==> config.mk <==
export PLATFORM = sky130hd
export DESIGN_NAME = fetch_top
export DESIGN_NICKNAME = d
export VERILOG_FILES = /design/src/rtl/fetch_pkg.sv /design/src/rtl/fetch_top.sv /design/src/rtl/fetch_unit.sv /design/src/rtl/icache_direct.sv /design/src/rtl/inst_predecode.sv
export VERILOG_INCLUDE_DIRS = /design/src /design/src/include
export SDC_FILE = /design/constraint.sdc
export NUM_CORES = 1
export LEC_CHECK = 0
export ABC_AREA = 1
export BUFFER_PORTS_ARGS = -buffer_cell sky130_fd_sc_hd__clkbuf_2
export CORE_UTILIZATION = 35
export CTS_CLUSTER_DIAMETER = 80
export DETAILED_ROUTE_END_ITERATION = 8
export HOLD_SLACK_MARGIN = 0.06
export PLACE_DENSITY = 0.54
export SLEW_MARGIN = 25
export SYNTH_ARGS = -nofsm -noshare
export SYNTH_HDL_FRONTEND = slang
export SYNTH_SLANG_ARGS = --single-unit
==> constraint.sdc <==
create_clock -name i_clock -period 5 [get_ports i_clock]
set_input_delay 1 -clock i_clock [delete_from_list [all_inputs] [get_ports i_clock]]
set_output_delay 1 -clock i_clock [all_outputs]
set_load 0.01 [all_outputs]
==> src/include/fetch_macros.svh <==
////////////////////////////////////////////////////////////////////////////
// Fetch stage build constants
// Reset vector, instruction cache geometry and debug counter width
////////////////////////////////////////////////////////////////////////////

`ifndef FETCH_MACROS_SVH
`define FETCH_MACROS_SVH

// First program counter after reset
`define FETCH_RESET_VECTOR 32'h0000_0000

// Number of cache lines, one word each, power of two
`define FETCH_ICACHE_LINES 16

// Hit and miss counter width
`define FETCH_COUNTER_WIDTH 32

`endif
==> src/rtl/fetch_pkg.sv <==
////////////////////////////////////////////////////////////////////////////
// Fetch stage types
// Register index, instruction class, fetch record and cache response
////////////////////////////////////////////////////////////////////////////

package fetch_pkg;

	// Integer register index, no FP banks
	typedef logic [4:0] register_t;

	// Coarse instruction class from the opcode
	typedef enum logic [3:0] {
		CLASS_R,
		CLASS_I,
		CLASS_S,
		CLASS_U,
		CLASS_B,
		CLASS_JAL,
		CLASS_JALR,
		CLASS_CSR,
		CLASS_MRET,
		CLASS_ECALL_WFI,
		CLASS_OTHER
	} inst_class_t;

	// Record handed to the next stage, strobe toggles per instruction
	typedef struct packed {
		logic strobe;
		logic [31:0] pc;
		logic [31:0] instruction;
		register_t inst_rs1;
		register_t inst_rs2;
		register_t inst_rd;
	} fetch_data_t;

	// Combinational cache lookup result
	typedef struct packed {
		logic ready;
		logic [31:0] rdata;
	} cache_resp_t;

endpackage

==> src/rtl/fetch_top.sv <==
////////////////////////////////////////////////////////////////////////////
// Instruction fetch stage top level
// Joins the instruction cache, pre-decoder and fetch unit
////////////////////////////////////////////////////////////////////////////

`timescale 1ns/1ns
`include "fetch_macros.svh"

module fetch_top (
	input logic i_clock,
	input logic i_reset,
	input logic i_jump,
	input logic [31:0] i_jump_pc,
	input logic i_irq_pending,
	input logic [31:0] i_irq_pc,
	output logic o_irq_dispatched,
	output logic [31:0] o_irq_epc,
	output logic o_bus_request,
	input logic i_bus_ready,
	output logic [31:0] o_bus_address,
	input logic [31:0] i_bus_rdata,
	input logic i_busy,
	output fetch_pkg::fetch_data_t o_data,
	output logic [`FETCH_COUNTER_WIDTH-1:0] o_icache_hit,
	output logic [`FETCH_COUNTER_WIDTH-1:0] o_icache_miss
);
	import fetch_pkg::*;

	cache_resp_t resp;
	logic [31:0] fetch_pc;
	inst_class_t inst_class;
	register_t rs1;
	register_t rs2;
	register_t rd;

	icache_direct u_icache (
		.i_clock(i_clock),
		.i_reset(i_reset),
		.i_pc(fetch_pc),
		.o_resp(resp),
		.o_bus_request(o_bus_request),
		.i_bus_ready(i_bus_ready),
		.o_bus_address(o_bus_address),
		.i_bus_rdata(i_bus_rdata),
		.o_hit(o_icache_hit),
		.o_miss(o_icache_miss)
	);

	// Decodes the cached word in the same cycle as the lookup
	inst_predecode u_predecode (
		.i_instruction(resp.rdata),
		.o_class(inst_class),
		.o_rs1(rs1),
		.o_rs2(rs2),
		.o_rd(rd)
	);

	fetch_unit u_fetch (
		.i_clock(i_clock),
		.i_reset(i_reset),
		.i_jump(i_jump),
		.i_jump_pc(i_jump_pc),
		.i_irq_pending(i_irq_pending),
		.i_irq_pc(i_irq_pc),
		.o_irq_dispatched(o_irq_dispatched),
		.o_irq_epc(o_irq_epc),
		.i_busy(i_busy),
		.i_resp(resp),
		.i_class(inst_class),
		.i_rs1(rs1),
		.i_rs2(rs2),
		.i_rd(rd),
		.o_pc(fetch_pc),
		.o_data(o_data)
	);

endmodule

==> src/rtl/fetch_unit.sv <==
////////////////////////////////////////////////////////////////////////////
// Fetch unit program counter FSM
// Fetches at the pc, waits for jumps and interrupts, dispatches IRQs
////////////////////////////////////////////////////////////////////////////

`timescale 1ns/1ns
`include "fetch_macros.svh"

module fetch_unit (
	input logic i_clock,
	input logic i_reset,
	input logic i_jump,
	input logic [31:0] i_jump_pc,
	input logic i_irq_pending,
	input logic [31:0] i_irq_pc,
	output logic o_irq_dispatched,
	output logic [31:0] o_irq_epc,
	input logic i_busy,
	input fetch_pkg::cache_resp_t i_resp,
	input fetch_pkg::inst_class_t i_class,
	input fetch_pkg::register_t i_rs1,
	input fetch_pkg::register_t i_rs2,
	input fetch_pkg::register_t i_rd,
	output logic [31:0] o_pc,
	output fetch_pkg::fetch_data_t o_data
);
	import fetch_pkg::*;

	typedef enum logic [1:0] {
		ST_FETCH,
		ST_WAIT_JUMP,
		ST_WAIT_IRQ
	} state_t;

	state_t state;
	logic [31:0] pc;
	fetch_data_t data;
	logic irq_pending_r;
	logic irq_edge;
	logic is_transfer;
	logic is_sleep;

	// Only a 0 to 1 transition of the pending level counts
	assign irq_edge = !irq_pending_r && i_irq_pending;

	// Execute resolves the target of these
	assign is_transfer = i_class inside {CLASS_JAL, CLASS_JALR, CLASS_B, CLASS_MRET};
	assign is_sleep = (i_class == CLASS_ECALL_WFI);

	assign o_pc = pc;
	assign o_data = data;

	always_ff @(posedge i_clock) begin
		if (i_reset) begin
			state <= ST_FETCH;
			pc <= `FETCH_RESET_VECTOR;
			data <= '0;
			irq_pending_r <= 1'b0;
			o_irq_dispatched <= 1'b0;
			o_irq_epc <= '0;
		end else begin
			o_irq_dispatched <= 1'b0;

			case (state)
				ST_FETCH: begin
					irq_pending_r <= i_irq_pending;
					if (irq_edge) begin
						// Interrupt wins over fetch, even when busy
						o_irq_dispatched <= 1'b1;
						o_irq_epc <= pc;
						pc <= i_irq_pc;
					end else if (i_resp.ready && !i_busy) begin
						data.strobe <= ~data.strobe;
						data.pc <= pc;
						data.instruction <= i_resp.rdata;
						data.inst_rs1 <= i_rs1;
						data.inst_rs2 <= i_rs2;
						data.inst_rd <= i_rd;

						if (is_transfer) begin
							state <= ST_WAIT_JUMP;
						end else if (is_sleep) begin
							state <= ST_WAIT_IRQ;
						end else begin
							pc <= pc + 32'd4;
						end
					end
				end

				ST_WAIT_JUMP: begin
					// Pending edges are not sampled here
					if (i_jump) begin
						pc <= i_jump_pc;
						state <= ST_FETCH;
					end
				end

				ST_WAIT_IRQ: begin
					irq_pending_r <= i_irq_pending;
					if (irq_edge) begin
						// Return address is the ECALL or WFI itself
						o_irq_dispatched <= 1'b1;
						o_irq_epc <= pc;
						pc <= i_irq_pc;
						state <= ST_FETCH;
					end
				end

				default: state <= ST_FETCH;
			endcase
		end
	end

	a_dispatch_single: assert property (
		@(posedge i_clock) disable iff (i_reset)
		o_irq_dispatched |=> !o_irq_dispatched
	);

	// A new record needs a cache hit in the cycle before
	a_strobe_on_ready: assert property (
		@(posedge i_clock) disable iff (i_reset)
		!$past(i_reset) && $changed(o_data.strobe) |-> $past(i_resp.ready && !i_busy)
	);

endmodule

==> src/rtl/icache_direct.sv <==
////////////////////////////////////////////////////////////////////////////
// Direct-mapped instruction cache, one word per line
// Combinational lookup, bus fill on a miss, hit and miss counters
////////////////////////////////////////////////////////////////////////////

`timescale 1ns/1ns
`include "fetch_macros.svh"

module icache_direct (
	input logic i_clock,
	input logic i_reset,
	input logic [31:0] i_pc,
	output fetch_pkg::cache_resp_t o_resp,
	output logic o_bus_request,
	input logic i_bus_ready,
	output logic [31:0] o_bus_address,
	input logic [31:0] i_bus_rdata,
	output logic [`FETCH_COUNTER_WIDTH-1:0] o_hit,
	output logic [`FETCH_COUNTER_WIDTH-1:0] o_miss
);
	localparam int LINES = `FETCH_ICACHE_LINES;
	localparam int INDEX_WIDTH = $clog2(LINES);
	localparam int TAG_WIDTH = 30 - INDEX_WIDTH;

	logic [LINES-1:0] line_valid;
	logic [TAG_WIDTH-1:0] line_tag [LINES];
	logic [31:0] line_data [LINES];

	logic [INDEX_WIDTH-1:0] pc_index;
	logic [TAG_WIDTH-1:0] pc_tag;
	logic [INDEX_WIDTH-1:0] fill_index;
	logic hit;
	logic fill_active;
	logic [31:0] fill_address;
	logic [31:0] pc_previous;

	// Word address split into index and tag
	assign pc_index = i_pc[INDEX_WIDTH+1:2];
	assign pc_tag = i_pc[31:INDEX_WIDTH+2];
	assign fill_index = fill_address[INDEX_WIDTH+1:2];

	assign hit = line_valid[pc_index] && (line_tag[pc_index] == pc_tag);

	assign o_resp.ready = hit;
	assign o_resp.rdata = line_data[pc_index];

	assign o_bus_request = fill_active;
	assign o_bus_address = fill_address;

	// Fill control and counters
	always_ff @(posedge i_clock) begin
		if (i_reset) begin
			line_valid <= '0;
			fill_active <= 1'b0;
			o_hit <= '0;
			o_miss <= '0;
			pc_previous <= `FETCH_RESET_VECTOR;
		end else begin
			pc_previous <= i_pc;

			// Count a hit once per new pc, not per held cycle
			if (hit && i_pc != pc_previous) begin
				o_hit <= o_hit + 1'b1;
			end

			if (fill_active) begin
				if (i_bus_ready) begin
					line_valid[fill_index] <= 1'b1;
					fill_active <= 1'b0;
					o_miss <= o_miss + 1'b1;
				end
			end else if (!hit) begin
				fill_active <= 1'b1;
			end
		end
	end

	// Line storage and latched fill address
	always_ff @(posedge i_clock) begin
		if (!fill_active && !hit) begin
			fill_address <= i_pc;
		end
		if (fill_active && i_bus_ready) begin
			line_tag[fill_index] <= fill_address[31:INDEX_WIDTH+2];
			line_data[fill_index] <= i_bus_rdata;
		end
	end

	// Request and address held until the bus answers
	property p_request_held;
		@(posedge i_clock) disable iff (i_reset)
		o_bus_request && !i_bus_ready |=> o_bus_request && $stable(o_bus_address);
	endproperty
	a_request_held: assert property (p_request_held);

	a_no_request_in_reset: assert property (
		@(posedge i_clock) i_reset |=> !o_bus_request
	);

endmodule

==> src/rtl/inst_predecode.sv <==
////////////////////////////////////////////////////////////////////////////
// Instruction pre-decoder
// Classifies an RV32I word and extracts the register indices it uses
////////////////////////////////////////////////////////////////////////////

`timescale 1ns/1ns

module inst_predecode (
	input logic [31:0] i_instruction,
	output fetch_pkg::inst_class_t o_class,
	output fetch_pkg::register_t o_rs1,
	output fetch_pkg::register_t o_rs2,
	output fetch_pkg::register_t o_rd
);
	import fetch_pkg::*;

	// Major opcodes
	localparam logic [6:0] OP_LUI = 7'b0110111;
	localparam logic [6:0] OP_AUIPC = 7'b0010111;
	localparam logic [6:0] OP_JAL = 7'b1101111;
	localparam logic [6:0] OP_JALR = 7'b1100111;
	localparam logic [6:0] OP_BRANCH = 7'b1100011;
	localparam logic [6:0] OP_LOAD = 7'b0000011;
	localparam logic [6:0] OP_STORE = 7'b0100011;
	localparam logic [6:0] OP_IMM = 7'b0010011;
	localparam logic [6:0] OP_REG = 7'b0110011;
	localparam logic [6:0] OP_SYSTEM = 7'b1110011;

	// SYSTEM immediates with funct3 zero
	localparam logic [11:0] F12_ECALL = 12'h000;
	localparam logic [11:0] F12_WFI = 12'h105;
	localparam logic [11:0] F12_MRET = 12'h302;

	logic [6:0] opcode;
	logic [2:0] funct3;
	logic [11:0] funct12;
	logic use_rs1;
	logic use_rs2;
	logic use_rd;

	assign opcode = i_instruction[6:0];
	assign funct3 = i_instruction[14:12];
	assign funct12 = i_instruction[31:20];

	always_comb begin
		case (opcode)
			OP_REG: o_class = CLASS_R;
			OP_IMM, OP_LOAD: o_class = CLASS_I;
			OP_STORE: o_class = CLASS_S;
			OP_LUI, OP_AUIPC: o_class = CLASS_U;
			OP_BRANCH: o_class = CLASS_B;
			OP_JAL: o_class = CLASS_JAL;
			OP_JALR: o_class = CLASS_JALR;
			OP_SYSTEM: begin
				if (funct3 != 3'b000) begin
					o_class = CLASS_CSR;
				end else if (funct12 == F12_MRET) begin
					o_class = CLASS_MRET;
				end else if (funct12 == F12_ECALL || funct12 == F12_WFI) begin
					o_class = CLASS_ECALL_WFI;
				end else begin
					// EBREAK and anything unknown
					o_class = CLASS_OTHER;
				end
			end
			default: o_class = CLASS_OTHER;
		endcase
	end

	// Which fields the format really carries
	assign use_rs1 = o_class inside {CLASS_R, CLASS_I, CLASS_S, CLASS_B, CLASS_JALR, CLASS_CSR};
	assign use_rs2 = o_class inside {CLASS_R, CLASS_S, CLASS_B};
	assign use_rd = o_class inside {CLASS_R, CLASS_I, CLASS_U, CLASS_JAL, CLASS_JALR, CLASS_CSR};

	assign o_rs1 = use_rs1 ? i_instruction[19:15] : '0;
	assign o_rs2 = use_rs2 ? i_instruction[24:20] : '0;
	assign o_rd = use_rd ? i_instruction[11:7] : '0;

endmodule

# Word level (Yosys, flattened, before mapping)
# Memory sizes are Yosys's and may differ from the RTL's. A register that Yosys moved wholly into a read port is not among the register bits.
# Index checks and enable logic that the tools add are counted.
[word_totals]
register_bits = 293
inputBits = 102
ramBits = 928
mem_count = 2
wordCells = 127
[op_classes]
n_reduce_logical = 30
n_addsub = 3
n_eq_ne = 33
bitwise = 4
mux = 35
magnitude_cmp = 3
[memory_table]
columns = ["memory", "words", "word_bits", "read_ports", "rd_clocked_by_memory_dff", "write_ports", "line", "source"]
rows = [
  ["u_icache.line_data", 16, 32, 1, 1, 1, "icache_direct.sv:27", "logic [31:0] line_data [LINES];"],
  ["u_icache.line_tag", 16, 26, 1, 1, 1, "icache_direct.sv:26", "logic [TAG_WIDTH-1:0] line_tag [LINES];"],
]
[op_table]
columns = ["operator", "count"]
rows = [
  ["2-to-1 mux 32 bit", 6],
  ["case mux 32 bit (3 select lines)", 1],
  ["adder 32 x 1 -> 32 bit, second input constant", 2],
  ["adder 32 x 3 -> 32 bit, second input constant", 1],
  ["inequality test 32 bit", 1],
  ["case mux 4 bit (8 select lines)", 1],
  ["== test 7 bit, second input constant", 4],
  ["== test 26 bit", 1],
  ["2-to-1 mux 4 bit", 6],
  ["== test 7 x 6 -> 1 bit, second input constant", 3],
  ["== test 4 x 3 -> 1 bit, second input constant", 4],
  ["bitwise OR 16 bit", 1],
  ["2-to-1 mux 5 bit", 3],
  ["== test 7 x 5 -> 1 bit, second input constant", 2],
  ["2-to-1 mux 2 bit", 7],
  ["== test 12 x 10 -> 1 bit, second input constant", 1],
  ["== test 12 x 9 -> 1 bit, second input constant", 1],
  ["zero test 12 bit", 1],
  ["nonzero test 6 bit", 2],
  ["less-than comparator 4 x 5 -> 1 bit, second input constant", 2],
  ["nonzero test 3 bit", 3],
  ["== test 4 x 2 -> 1 bit, second input constant", 2],
  ["== test 4 bit, second input constant", 2],
  ["2-to-1 mux 1 bit", 8],
  ["24 further kinds", 43],
]

# Longest topological paths before layout
# Gate-level depths: netlist of run 1.
[depth]
depth_word = 14
depth_mapped = 26
depth_no_buf = 23

# Cells and area by module
# From an unflattened synthesis of run 1, not the netlist that was laid out.
[unflattened]
cells_unflattened = 4977
area_unflattened_um2 = 51141.5
[by_module_without_submodules]
columns = ["module", "seq_area_each_um2", "instances", "cells_per_inst", "area_each_um2"]
rows = [
  ["icache_direct", 31089.8, 1, 3804, 43475.4],
  ["fetch_unit", 2962.8, 1, 1056, 7113.1],
  ["inst_predecode", 0.0, 1, 117, 553.0],
]

# Worst setup path after synthesis of run 1
# No wires, ideal clock.
[synth_path]
path_kind = "input to register"
start = "in i_bus_ready"
end = "mem u_icache.line_data[0][0] (enable)"
setup_ns = 0.475
cell_stages = 4
slack_ns = 0.697
arrival_time_ns = 3.827
cell_sequence = "nand2_1 -> nor3_1 -> inv_1 -> nor2_1"
[synth_between]
elab_chain_len = 3
[synth_rtl]
columns = ["item", "line", "source"]
rows = [
  ["start, declared", "fetch_top.sv:19", "input logic i_bus_ready,"],
  ["logical AND 1 bit", "icache_direct.sv:83", "if (fill_active && i_bus_ready) begin"],
  ["2-to-1 mux 1 bit", "icache_direct.sv:83", ""],
  ["2-to-1 mux 1 bit (implied by the code)", "icache_direct.sv:85", "line_data[fill_index] <= i_bus_rdata;"],
  ["end, declared", "icache_direct.sv:27", ""],
]
# Every way passes these cells.

==> metrics.cfg, run 1 <==
[worst_setup_path]
crit_path_end_kind=flip-flop
crit_arrival_ns=4.98
crit_fanout=76
r2r_cells=22
crit_required_ns=5.64
crit_type=flip-flop to flip-flop
critPathLaunchType=flip-flop

[status]
status=finished, final reports clean

[min_path]
hp-class=flip-flop to flip-flop
holdPathStages=0

[floorplan]
initial_core_util_pct=35.5
coreArea_mm2=0.146
fp.dieH_um=387
rows=140
dieArea_mm2=0.150
die_x_um=387
boundaryPins=312

[job]
cap_violations=0

[sta]
period_needed_ns=4.33
maxSlewViolCount=0
rsz0062_at_grt=false
tns_ns=0
fin_worst_skew_ns=0.0321
relSlewSlack_pct=28.9
setup_viol=0
period_share_pct=86.7
clock.fmax_mhz=231
tightestPinTransition_ns=1.06
hold_viol_final=0

[clock_tree]
cts_buffers=139
cts_root_buf=clkbuf_16
clk_pin_slew_worst_paths_ns=0.06
cts_resized=0
htreeDepth=4
clock-sinks=1225
post_cts_buffers=0
cts_tree=yes
clock_path_buffers=3
clock_latency_ns=0.77
postCtsHoldBufs=0

[route]
drt_wl_total_mm=161
vias=38000
first_pass_iters=9
wl_per_cell_um=21.4
drc=0
drtIter0Drc=3156
antenna_left=0
avgViaCountPerCell=5.08

[placed_design]
placed_area_mm2=0.0560
port_buffers=311
gp_congestion=0.874
post-dp-hpwl_mm=95.9

[logic_synthesis]
yosys_most_used_dff=edfxtp_1
ys_seq_area_share_pct=65.7
synth_top_area_cell=edfxtp_1
ys_ff_latch=1225
syn-num-nets=5276
yosys-top-cells-count=nand2_1 (1,340), edfxtp_1 (960), nor2_1 (525), nand3_1 (474), inv_1 (408)
synth.most_common_cell=nand2_1
syn_area_mm2=0.0519
synth_edf_count=960
syn_inst=5167
synth.distinct_cells=54
synthArstFlopShare_pct=0
avgSynthCellArea_um2=10.1
synth.area.top_cells=edfxtp_1 (56%), dfxtp_1 (10%), nand2_1 (9.7%), nand3_1 (4.6%), nor2_1 (3.8%)
synth_top_area_share_pct=55.5
synth_warnings=0

[cells_and_area]
finalInstanceArea_mm2=0.0604
nFillCells=14100
layout.nets=5566
seq_area_mm2=0.0341
drive_gt1_share_pct=12.3
multi_input_area_mm2=0.0150
syn_to_final_growth_pct=16.4

[global_route]
grt_pass1_vias=36400
grt_max_degree=167
grt.overflow.total=0
antenna_found_initial=5
grt_usage_pct=21.0
grt_pass1_wl_mm=238

[pwr]
ir_drop_v=0.000316
leakagePower_nw=23.2
power.density_mw_per_mm2=415

==> sequential cells by signal (all words and copies together), names as in the netlist, named ones only <==
signal and flops:
u_icache.o_bus_address 32, u_icache.line_tag 416, u_icache.o_hit 32, u_icache.line_valid 16, u_fetch.o_pc 32, u_fetch.o_irq_epc 32, u_icache.o_bus_request 1, u_icache.o_miss 32
u_icache.pc_previous 32, u_fetch.o_data 80, u_fetch.irq_pending_r 1, u_fetch.state 2, u_fetch.o_irq_dispatched 1, u_icache.line_data 512
==> through the flow <==
| stage | hold slack [ns] | power [mW] | std cells | setup slack, ns | util [%] |
|---|---|---|---|---|---|
| 2_1_floorplan | 0.403 | 13.8 | 5167 | 0.697 | - |
| 3_3_place_gp | 0.412 | 15.3 | 7231 | 0.664 | 38.2 |
| 3_5_place_dp | 0.424 | 15.3 | 7231 | 0.646 | 38.2 |
| 4_1_cts | 0.441 | 25.3 | 7483 | 0.615 | 41.2 |
| 5_1_grt | 0.462 | 26.0 | 7487 | 0.279 | 41.3 |
| 6_report | 0.442 | 25.1 | 7487 | 0.667 | 41.3 |
==> worst max-delay path: stages (launching register included) <==
cell	delay, ns
dfxtp_4	0.40
inv_8	0.42
buf_4	0.30
nor2_1	0.05
nor2_1	0.07
o21ai_0	0.08
nand3_1	0.08
nand3_1	0.13
nand2_1	0.36
nand3_1	0.16
nor2_1	0.19
nor2_1	0.06
nand2_1	0.09
nand2_1	0.23
nand2_1	0.15
nand2_1	0.06
nand2_1	0.08
nand2_2	0.08
inv_4	0.24
nand3_4	0.37
nand2_1	0.17
inv_1	0.07
nor2_1	0.25
==> cell type report <==
type / count / area share [%]
Sequential cell: 1225 / 56.5
Multi-Input combinational cell: 3242 / 24.7
Clock buffer: 190 / 6.43
Timing Repair Buffer: 429 / 4.79
Tap cell: 1917 / 3.97
Inverter: 420 / 2.65
Clock inverter: 62 / 0.915
Antenna cell: 2 / 0.00828
==> layout by cell type (no fill, tap or decap), types with 6 or more instances in the layout <==
master / Yosys / routed
clkbuf_2: 0 / 311
dfxtp_1: 265 / 261
nor2_4: 0 / 18
o21a_1: 19 / 19
a22oi_1: 8 / 8
ha_1: 7 / 7
nor3_1: 51 / 51
o221ai_1: 20 / 20
clkinv_1: 4 / 28
nand2_1: 1340 / 1340
o21ai_1: 18 / 18
a31oi_1: 6 / 6
o22ai_1: 21 / 21
inv_6: 0 / 6
buf_4: 33 / 83
bufinv_16: 0 / 8
nor2_1: 525 / 506
or2_2: 15 / 15
clkinv_2: 0 / 18
xor2_1: 31 / 31
clkbuf_8: 0 / 9
o21ai_0: 303 / 303
nand3_1: 474 / 474
buf_12: 0 / 36
o211ai_1: 33 / 33
edfxtp_1: 960 / 960
nand4_1: 64 / 64
inv_1: 408 / 405
clkbuf_16: 0 / 145
xnor2_1: 35 / 35
a21oi_1: 188 / 188
a22o_1: 10 / 10
nor4_1: 21 / 21
clkbuf_1: 112 / 35
==> cell families (layout without fill, tap and decap cells) <==
group	count (synthesis)	count (layout)	synth area share [%]
xor gates and xnor gates	66	66	1.11
adders and majority gates	7	7	0.169
DFF	1225	1225	65.7
other	0	2	0
and+or+nand+nor	2510	2510	20.1
AOI/OAI and AO/OA	655	655	7.10
buffers and inverters	700	1101	5.73
muxes	4	4	0.0771
==> where the power goes <==
group	leakage, nW	switching (mW)	total (mW)	internal, mW
clock	2.18	4.11	9.97	5.86
combinational	10.2	2.55	3.55	1.01
sequential	10.9	0.244	11.5	11.3
==> final timing paths <==
path              startpoint  slack [ns]                        end
max                flip-flop        0.67                  flip-flop
min reg2reg  u_fetch.o_pc[0]        0.44  u_icache.o_bus_address[0]
max reg2reg        flip-flop        0.67                  flip-flop
min          u_fetch.o_pc[0]        0.44  u_icache.o_bus_address[0]
==> routing by layer <==
layer	share of wire (%)	GRT usage, %	wire [µm]
met1	43	27.7	69700
met2	48	34.8	77200
met3	6.0	4.05	9560
met4	2.5	6.62	4040
met5	0.018	0	29
No activity file was read; power rests on OpenSTA's default activity.
==> run 2: changes to the inputs <==
==> constraint.sdc (replaced) <==
create_clock -name i_clock -period 4.97 [get_ports i_clock]
set_input_delay 0.994 -clock i_clock [delete_from_list [all_inputs] [get_ports i_clock]]
set_output_delay 0.994 -clock i_clock [all_outputs]
set_load 0.01 [all_outputs]
==> run 2 against run 1 <==
First-iteration DRC count is 1.9% higher. Worst setup slack got worse by 0.30 ns. Sequential power barely moved. Critical path depth down 3. Power is 0.57% lower. Maximum frequency down 5.9%. Largest cell class unchanged.
==> metrics.cfg, run 2 (synthesized netlist as in run 1, its figures left out) <==
[cells_and_area]
nFillCells=14200  ; was 14,100
drive_gt1_share_pct=12.4  ; was 12.3%
syn_to_final_growth_pct=16.0  ; was 16.4%
finalInstanceArea_mm2=0.0602  ; was 0.0604 mm²
final_common_cell=nand2_1  ; unchanged
top_register=u_icache.line_data  ; unchanged
largest_register_ffs=512  ; unchanged
seq_area_mm2=0.0341  ; unchanged
layout_common_cells=nand2_1 (1,340), edfxtp_1 (960), nor2_1 (506), nand3_1 (474), inv_1 (404)  ; was nand2_1 (1,340), edfxtp_1 (960), nor2_1 (506), nand3_1 (474), inv_1 (405)
layout.nets=5559  ; was 5,566
multi_input_area_mm2=0.0150  ; unchanged

[sta]
tightestPinTransition_ns=1.06  ; about the same
hold_viol_final=0  ; unchanged
maxSlewViolCount=0  ; unchanged
timing.hold.ws_ns=0.430  ; was 0.442 ns
period_needed_ns=4.61  ; was 4.33 ns
relSlewSlack_pct=29.4  ; was 28.9%
clock.fmax_mhz=217  ; was 231 MHz
period_share_pct=92.7  ; was 86.7%
tns_ns=0  ; unchanged
rsz0062_at_grt=false  ; unchanged
setup_viol=0  ; unchanged
setup_slack_ns=0.363  ; was 0.667 ns
fin_worst_skew_ns=0.0375  ; was 0.0321 ns

[route]
drt_wl_total_mm=162  ; was 161 mm
antenna_left=0  ; unchanged
drtIter0Drc=3217  ; was 3,156
first_pass_iters=6  ; was 9
drc=0  ; unchanged
avgViaCountPerCell=5.12  ; was 5.08
vias=38300  ; was 38,000
wl_per_cell_um=21.6  ; was 21.4 µm

[clock_tree]
cts_resized=0  ; unchanged
clock_latency_ns=0.78  ; was 0.77 ns
cts_tree=yes  ; unchanged
cts_root_buf=clkbuf_16  ; unchanged
post_cts_buffers=0  ; unchanged
htreeDepth=4  ; unchanged
clock-sinks=1225  ; unchanged
clk_pin_slew_worst_paths_ns=0.06  ; about the same
clock_path_buffers=3  ; unchanged
postCtsHoldBufs=0  ; unchanged
cts_buffers=135  ; was 139

[worst_setup_path]
crit_fanout=113  ; was 76
r2r_cells=19  ; was 22
crit_type=flip-flop to flip-flop  ; unchanged
crit_path_end_kind=flip-flop  ; unchanged
crit_arrival_ns=5.22  ; was 4.98 ns
critPathLaunchType=flip-flop  ; unchanged
crit_required_ns=5.58  ; was 5.64 ns

[placed_design]
place_ws_ns=0.597  ; was 0.646 ns
gp_congestion=0.894  ; was 0.874
port_buffers=311  ; unchanged
placed_area_mm2=0.0559  ; was 0.0560 mm²
post-dp-hpwl_mm=96.4  ; was 95.9 mm

[global_route]
grt_pass1_wl_mm=239  ; was 238 mm
grt_max_degree=116  ; was 167
grt_pass1_vias=36700  ; was 36,400
grt.overflow.total=0  ; unchanged
grt_usage_pct=21.1  ; was 21.0%
antenna_found_initial=5  ; unchanged

[floorplan]
boundaryPins=312  ; unchanged
rows=140  ; unchanged
die_x_um=387  ; unchanged
dieArea_mm2=0.150  ; unchanged
fp.dieH_um=387  ; unchanged
initial_core_util_pct=35.5  ; unchanged
coreArea_mm2=0.146  ; unchanged

[min_path]
hp-class=flip-flop to flip-flop  ; unchanged
holdPathStages=0  ; unchanged

[pwr]
fin_total_pwr_mw=24.9  ; was 25.1 mW
power.density_mw_per_mm2=414  ; was 415 mW/mm²
leakagePower_nw=23.1  ; was 23.2 nW
ir_drop_v=0.000406  ; was 0.000316 V

[job]
cap_violations=0  ; unchanged

[status]
status=finished, final reports clean  ; unchanged

==> run 2: worst max-delay path, cell delays in order, from the launching register on <==
cell     delay [ns]
dfxtp_4        0.42
buf_12         0.39
buf_4          0.52
nor2_1         0.10
nor2_1         0.09
o21ai_0        0.08
nand3_1        0.09
nand3_1        0.09
nand3_1        0.21
nand2_1        0.08
nor2_1         0.11
nand2_1        0.06
nor2_1         0.10
nand2_1        0.25
nor3_2         0.21
buf_4          0.15
nand2_2        0.07
buf_4          0.30
o21ai_0        0.71
a21oi_1        0.08
==> run 2: power by group <==
part,switching (mW),total (mW),internal [mW]
Sequential,0.271,11.6,11.4
Combinational,2.53,3.50,0.972
Clock,4.26,9.79,5.53
==> run 2: through the flow <==
stage | utilization (%) | cells
detailed placement | 38.2 | 7230
global route | 41.1 | 7481
finish | 41.1 | 7482
global placement | 38.1 | 7227
floorplan | - | 5167
CTS | 41.1 | 7479
==> run 2: final timing paths <==
check / startpoint / end / slack (ns)
setup / recovery: flip-flop / u_fetch.o_data[20] / 0.36
hold / removal: u_fetch.o_pc[0] / u_icache.o_bus_address[0] / 0.43
setup reg to reg: flip-flop / u_fetch.o_data[20] / 0.36
hold reg to reg: u_fetch.o_pc[0] / u_icache.o_bus_address[0] / 0.43
==> run 2: cell type report <==
cell class	count	share of cell area (%)
antenna	3	0.0125
clock inverter	67	0.999
clock buffer	182	6.17
timing repair buffer	426	4.63
multi-input combinational	3242	24.8
inverter	420	2.66
sequential	1225	56.7
tap	1917	3.98
==> run 2: routing by layer <==
metal	track usage, %	wire, µm	part of all wire (%)	vias to the layer above
li1	-	-	-	18100
met1	28.1	69600	43	18800
met2	34.8	77000	48	1159
met3	4.12	11000	6.8	229
met4	6.21	3960	2.5	6
met5	0	43	0.027	-
